--- src/source/icache_pkg.sv ---
package icache_pkg;

  // address and data sizes
  localparam int ADDR_W   = 32;
  localparam int DATA_W   = 64;

  // 22/6/4 split of a physical address
  localparam int TAG_W    = 22;
  localparam int INDEX_W  = 6;
  localparam int OFFSET_W = 4;

  localparam int SETS     = 64;
  localparam int WAYS     = 2;
  localparam int LINE_W   = 128;   // two fetch words per line
  localparam int BEATS    = 2;     // refill beats per line

  typedef struct packed {
    logic [TAG_W-1:0]    tag;
    logic [INDEX_W-1:0]  index;
    logic [OFFSET_W-1:0] offset;   // bit 3 picks the half line
  } cache_addr_t;

  typedef enum logic [1:0] {
    OKAY = 2'b00,
    ERR  = 2'b10
  } resp_e;

  // fetch unit to cache
  typedef struct packed {
    logic [ADDR_W-1:0] addr;
  } fetch_req_t;

  // cache to fetch unit
  typedef struct packed {
    logic [DATA_W-1:0] data;
    resp_e             resp;
  } fetch_rsp_t;

  // refill request, len is beats minus one
  typedef struct packed {
    logic              valid;
    logic [ADDR_W-1:0] addr;
    logic [7:0]        len;
  } mem_ar_t;

  typedef struct packed {
    logic              valid;
    resp_e             resp;
    logic [DATA_W-1:0] data;
  } mem_r_t;

  // word handed to the consumer
  typedef struct packed {
    logic [ADDR_W-1:0] pc;
    logic [DATA_W-1:0] data;
    logic              fault;
  } fetch_insn_t;

endpackage

--- src/source/fetch_unit.sv ---
`timescale 1ns/1ps

module fetch_unit (
  input  logic                          clk,
  input  logic                          rst,
  input  logic                          redirect_valid_i,
  input  logic [icache_pkg::ADDR_W-1:0] redirect_pc_i,
  output logic                          req_valid_o,
  input  logic                          req_ready_i,
  output icache_pkg::fetch_req_t        req_o,
  input  logic                          rsp_valid_i,
  output logic                          rsp_ready_o,
  input  icache_pkg::fetch_rsp_t        rsp_i,
  output logic                          insn_valid_o,
  input  logic                          insn_ready_i,
  output icache_pkg::fetch_insn_t       insn_o
);
  import icache_pkg::*;

  logic [ADDR_W-1:0] pc_q;
  logic [ADDR_W-1:0] next_pc;
  logic [ADDR_W-1:0] req_pc_q;
  logic              epoch_q;
  logic              epoch_next;
  logic              req_epoch_q;
  logic              req_valid_q;
  logic              out_valid_q;
  fetch_insn_t       queue_q [2];
  logic              wr_ptr_q;
  logic              rd_ptr_q;
  logic [1:0]        count_q;
  logic [1:0]        count_next;
  logic              req_fire;
  logic              rsp_fire;
  logic              push;
  logic              pop;
  logic              pend_next;
  logic              out_next;
  logic              issue;

  assign req_fire    = req_valid_q & req_ready_i;
  assign rsp_fire    = rsp_valid_i & rsp_ready_o;
  assign rsp_ready_o = (count_q != 2'd2);
  // old epoch words are taken and dropped
  assign push        = rsp_fire & (req_epoch_q == epoch_q) & ~redirect_valid_i;
  assign pop         = insn_valid_o & insn_ready_i;

  assign next_pc    = redirect_valid_i ? {redirect_pc_i[ADDR_W-1:3], 3'b000} : pc_q;
  assign epoch_next = epoch_q ^ redirect_valid_i;
  assign count_next = redirect_valid_i ? 2'd0 : count_q + 2'(push) - 2'(pop);
  assign pend_next  = req_valid_q & ~req_fire;
  assign out_next   = (out_valid_q & ~rsp_fire) | req_fire;
  // a slot must stay free for the word in flight
  assign issue      = ~pend_next & ~out_next & (count_next < 2'd2);

  always_ff @(posedge clk) begin
    if (rst) begin
      pc_q        <= '0;
      epoch_q     <= 1'b0;
      req_valid_q <= 1'b0;
      out_valid_q <= 1'b0;
      count_q     <= 2'd0;
      wr_ptr_q    <= 1'b0;
      rd_ptr_q    <= 1'b0;
    end else begin
      epoch_q     <= epoch_next;
      req_valid_q <= pend_next | issue;
      out_valid_q <= out_next;
      count_q     <= count_next;
      pc_q        <= issue ? next_pc + ADDR_W'(8) : next_pc;
      if (redirect_valid_i) begin
        wr_ptr_q <= 1'b0;   // flush
        rd_ptr_q <= 1'b0;
      end else begin
        if (push) wr_ptr_q <= ~wr_ptr_q;
        if (pop) rd_ptr_q <= ~rd_ptr_q;
      end
    end
  end

  always_ff @(posedge clk) begin
    if (issue) begin
      req_pc_q    <= next_pc;
      req_epoch_q <= epoch_next;
    end
    if (push) begin
      queue_q[wr_ptr_q] <= '{pc: req_pc_q, data: rsp_i.data, fault: (rsp_i.resp == ERR)};
    end
  end

  assign req_valid_o  = req_valid_q;
  assign req_o        = '{addr: req_pc_q};
  assign insn_valid_o = (count_q != 2'd0);
  assign insn_o       = queue_q[rd_ptr_q];

endmodule

--- config.mk ---
export PLATFORM = sky130hd
export DESIGN_NAME = fetch_unit
export DESIGN_NICKNAME = d
export VERILOG_FILES = /design/src/source/icache_pkg.sv /design/src/source/fetch_unit.sv
export SDC_FILE = /design/constraint.sdc
export NUM_CORES = 1
export LEC_CHECK = 0
export BUFFER_PORTS_ARGS = -buffer_cell sky130_fd_sc_hd__buf_2
export CORE_UTILIZATION = 35
export DETAILED_ROUTE_END_ITERATION = 16
export PLACE_DENSITY = 0.6
export SYNTH_ARGS = -nofsm -noshare
export SYNTH_HDL_FRONTEND = slang
export SYNTH_SLANG_ARGS = --single-unit
--- constraint.sdc ---
create_clock -name clk -period 12.3 [get_ports clk]
set_input_delay 1.23 -clock clk [delete_from_list [all_inputs] [get_ports clk]]
set_output_delay 1.23 -clock clk [all_outputs]
set_load 0.05 [all_outputs]
; Word level (Yosys, flattened, before mapping)
; Memories as Yosys holds them, arrays and structs flattened. A register that Yosys moved wholly into a read port is not among the register bits.
; Cells that the tools add are included.
[word_totals]
ramBits = 194
register_bits = 72
wordCells = 45
mem_count = 1
in_bits = 104
[op_classes]
muxes = 7
magnitude_cmp = 1
bitwise = 19
n_eq_ne = 3
n_addsub = 3
reduce_logical = 2
[memory_table]
columns = memory, depth, word_bits, rd, rd_ports_with_merged_regs, wr, line
row1 = queue_q, 2, 97, 1, 1, 1, fetch_unit.sv:28  ; fetch_insn_t queue_q [2];
[ops]
columns = cell, n
row1 = 2-to-1 mux 32 bit, 2
row2 = "adder 32 x 4 -> 32 bit, second input constant", 1
row3 = bitwise AND 1 bit, 9
row4 = NOT 1 bit, 7
row5 = 2-to-1 mux 1 bit, 4
row6 = adder 2 x 1 -> 2 bit, 1
row7 = "== test 2 bit, second input constant", 1
row8 = "< comparator 2 bit, second input constant", 1
row9 = 2-to-1 mux 2 bit, 1
row10 = "!= test 2 bit, second input constant", 1
row11 = bitwise OR 1 bit, 2
row12 = nonzero test 2 bit, 1
row13 = OR reduction 2 bit, 1
row14 = subtractor 2 x 1 -> 2 bit, 1
row15 = == test 1 bit, 1
row16 = XOR 1 bit, 1

; Depth between registers and ports, before layout
[depth]
ltp_word = 10
mapped_depth = 16
mapped_depth_nobuf = 12

; Worst setup path before layout
; Ideal clock, no wire load.
[synth_timing]
kind = in2reg
startpoint = input port redirect_valid_i
endpoint = memory queue_q[0][0] (netlist bit) (enable)
t_arrival_ps = 6325
required_ps = 11747
setup_time_ps = 553
slack_ps = 5422
cell_stages = 8
path_buffers = 5
cell_sequence = buf_6 -> buf_4 -> buf_4 -> buf_6 -> buf_2 -> nor3_2 -> inv_1 -> nor2_1
[synth_via]
elab_chain_len = 4
[synth_rtl]
columns = element, line
row1 = "start, declared", fetch_unit.sv:6  ; input logic redirect_valid_i,
row2 = NOT 1 bit, fetch_unit.sv:45  ; assign push = rsp_fire & (req_epoch_q == epoch_q) & ~redirect_valid_i;
row3 = bitwise AND 1 bit, fetch_unit.sv:45
row4 = 2-to-1 mux 1 bit, fetch_unit.sv:86  ; if (push) begin
row5 = 2-to-1 mux 1 bit (implied by the code), fetch_unit.sv:87  ; queue_q[wr_ptr_q] <= '{pc: req_pc_q, data: rsp_i.data, fault: (rsp_i.resp == ERR)};
row6 = "end, declared", fetch_unit.sv:28
; No other way between the ends.

; Final worst setup path
[layout_timing]
startpoint = input port redirect_valid_i
endpoint = register pc_q[28]
[layout_via]
elab_chain_len = 8
word_cells_on_any_way = 10
cone_classes = add/sub (3) / order compare (1) / mux (3) / bitwise (3)
[layout_rtl]
columns = element, line
row1 = NOT 1 bit, fetch_unit.sv:45
row2 = bitwise AND 1 bit, fetch_unit.sv:45
row3 = adder 2 x 1 -> 2 bit, fetch_unit.sv:50  ; assign count_next = redirect_valid_i ? 2'd0 : count_q + 2'(push) - 2'(pop);
row4 = subtractor 2 x 1 -> 2 bit, fetch_unit.sv:50
row5 = 2-to-1 mux 2 bit, fetch_unit.sv:50
row6 = < comparator 2 bit, fetch_unit.sv:54  ; assign issue = ~pend_next & ~out_next & (count_next < 2'd2);
row7 = bitwise AND 1 bit, fetch_unit.sv:54
row8 = 2-to-1 mux 32 bit *, fetch_unit.sv:70  ; pc_q <= issue ? next_pc + ADDR_W'(8) : next_pc;
row9 = "end signal, assigned", fetch_unit.sv:70
row10 = "end, declared", fetch_unit.sv:20  ; logic [ADDR_W-1:0] pc_q;
; Mark *: on every way between the ends. The rest lies on a longest branch, timed or not.
; A chain may end at the register's enable or synchronous reset.

==> impl_metrics.json <==
{
  "clk_pin_slew_ns": 0.06,
  "status": "finished clean",
  "cts_buffer_depth": 3,
  "ir_drop_uv": 92.1,
  "ioPinCount": 236,
  "hpwl_um": 15300,
  "placed_area_um2": 12200,
  "critPathLaunch": "redirect_valid_i",
  "synth_ff_type": "edfxtp_1",
  "ys_ff_latch": 267,
  "syn_nets": 740,
  "hold_viol": 0,
  "cp-start-kind": "input port",
  "avgViaCountPerCell": 4.88,
  "nets": 981,
  "routed_wirelength_um": 23100,
  "drv_slew": 0,
  "wl_per_cell_um": 18.0,
  "syn2layout_area_growth_pct": 23.2,
  "yosysWarnings": 0,
  "grt_overflow": 0,
  "postSynth.asyncResetShare_pct": 0,
  "synth_cells": 633,
  "drc": 0,
  "holdBufCountCts": 0,
  "cts_tree": "built",
  "cts_made_buffers": 29,
  "critPathArrivalTime_ns": 4.73,
  "worst-path-max-fanout": 69,
  "cts_setup_buffers": 0,
  "regArea_um2": 7620,
  "rsz0062_at_grt": "no",
  "fp.dieH_um": 177,
  "antenna_found_initial": 0,
  "die_area_um2": 31200,
  "syn_area_per_cell_um2": 16.8,
  "start_util_pct": 35.8,
  "grt_max_degree": 70,
  "cts_sinks": 267,
  "drtIter0Drc": 358,
  "max_freq_mhz": 232,
  "syn_area_um2": 10700,
  "coreArea_um2": 29800,
  "skew_ns": 0.0121,
  "max_slew_margin_pct": 24.0,
  "cts-htree-levels": 1,
  "finalCritPeriodShare_pct": 35.1,
  "die_w_um": 177,
  "leakage_nw": 4.97,
  "timing.rr.start": "count_q[0]",
  "track_usage_pct": 14.3,
  "fin_ws_ns": 7.99,
  "timing.max_cap.violations": 0,
  "crit_path_end_kind": "register",
  "num_vias": 6270,
  "firstDrtPassIters": 4,
  "port_buffers": 232,
  "drive_above_1_share_pct": 47.4,
  "path_class": "input port to register",
  "clk_latency_ns": 0.53,
  "setup_tns_ns": 0,
  "ctsResizeCount": 0,
  "worstHoldStart": "req_o[24]",
  "fp-row-count": 63,
  "fillers": 2700,
  "p_total_mw": 2.22,
  "hold_path_class": "register to register",
  "ys_seq_area_share_pct": 71.4,
  "post-route-min-period_ns": 4.31,
  "finish.instance_area_um2": 13100,
  "dpl.cell_count": 1233,
  "grt_pass1_vias": 6148,
  "setup_viol_count_final": 0,
  "worst_pin_slew_ns": 1.14,
  "worstPathRequired_ns": 12.72,
  "multi_input_area_um2": 2860,
  "synth-edff-count": 227,
  "yosys.cell_types.count": 65,
  "clockRootBuffer": "clkbuf_16",
  "place_congestion": 0.805,
  "ant_nets": 0,
  "grt_pass1_wl_um": 34900,
  "place_ws_ns": 7.45,
  "diodes": 0,
  "p_per_area_nw_per_um2": 169,
  "stdcell_count": 1286
}
## metrics by stage
| stage | hold slack [ns] | utilization [%] |
|---|---|---|
| after floorplan | 0.463 | - |
| after global placement | 0.453 | 41.0 |
| after detailed placement | 0.453 | 41.0 |
| after CTS | 0.466 | 44.1 |
| after global routing | 0.481 | 44.1 |
| final | 0.470 | 44.1 |
## worst max-delay path, stage by stage
cell and delay, ns:
buf_2 0.09, buf_4 0.34, nor3_2 0.36, inv_1 0.16, ha_1 0.30, inv_1 0.04
ha_1 0.17, xnor2_1 0.27, mux2_2 0.43, nor3_2 0.89, a31oi_1 0.17, a41o_1 0.25
## logic make-up after synthesis
kind of cell | synth area share [%]
DFF | 71.4
and+or+nand+nor | 8.37
AOI/OAI and AO/OA | 3.37
muxes | 13.8
adders and majority gates | 0.352
xor gates and xnor gates | 0.739
buffers and inverters | 1.94
## placed cells by master, fill, tap and decap left out, types with 4 or more instances in the layout
cell         n
nor2_1      16
nand2b_1     4
inv_1        9
buf_4        6
nand2_1     12
a31oi_1      9
or4_1        4
and2_1      11
dfxtp_1     39
mux2_2     118
clkinv_2     9
a21oi_1     10
buf_2      232
xnor2_1      7
nand3_1     14
clkinv_1     4
and3b_1      4
edfxtp_1   227
nand4_1      8
and4_1       8
clkbuf_1     5
nor3_1      18
nor2b_1      6
mux2i_1      8
clkbuf_16   29
and3_1       6
## final timing paths
kind / endpoint / slack (ns) / depth (start not counted)
worst max-delay path: pc_q[28] / 7.99 / 12
worst min-delay path: queue_q[0][89] / 0.47 / 0
worst max register to register: pc_q[28] / 8.56 / 12
worst min register to register: queue_q[0][89] / 0.47 / 0
## per-layer routing
| metal | vias up | global-route usage (%) | wire, um |
|---|---|---|---|
| met5 | - | 0 | 0 |
| met4 | 0 | 3.09 | 403 |
| met3 | 24 | 3.42 | 1620 |
| met2 | 218 | 23.7 | 11000 |
| met1 | 3076 | 19.0 | 10100 |
| li1 | 2952 | - | - |
## cell usage after synthesis, types with 9 or more instances
library cell,count,share of area (%)
nor3_1,18,0.84
clkbuf_1,15,0.53
edfxtp_1,227,64
a21oi_1,10,0.47
nand3_1,14,0.66
mux2_2,118,12
nand2_1,12,0.42
dfxtp_1,40,7.5
nor2_1,18,0.63
inv_1,9,0.32
a31oi_1,9,0.53
and2_1,12,0.70
## state kept, by name, indices dropped and copies added (netlist names), named ones only
signal,count
count_q,2
epoch_q,1
out_valid_q,1
pc_q,32
queue_q,194
rd_ptr_q,1
req_epoch_q,1
req_o,32
req_valid_o,1
wr_ptr_q,1
## power breakdown
part | leakage, nW | total (mW) | switching, mW | internal (mW)
Clock | 0.460 | 0.840 | 0.345 | 0.495
Combinational | 2.07 | 0.304 | 0.227 | 0.0770
Sequential | 2.44 | 1.07 | 0.0248 | 1.05
Total | 4.97 | 2.22 | 0.597 | 1.62
## final cells by class
cell class                      count  area share (%)
Inverter                           11           0.314
Clock buffer                       34            5.67
Tap cell                          390            3.72
Multi-Input combinational cell    327            21.7
Sequential cell                   267            58.0
Timing Repair Buffer              238            9.18
Clock inverter                     19            1.34
(Power assumes the default switching activity.)
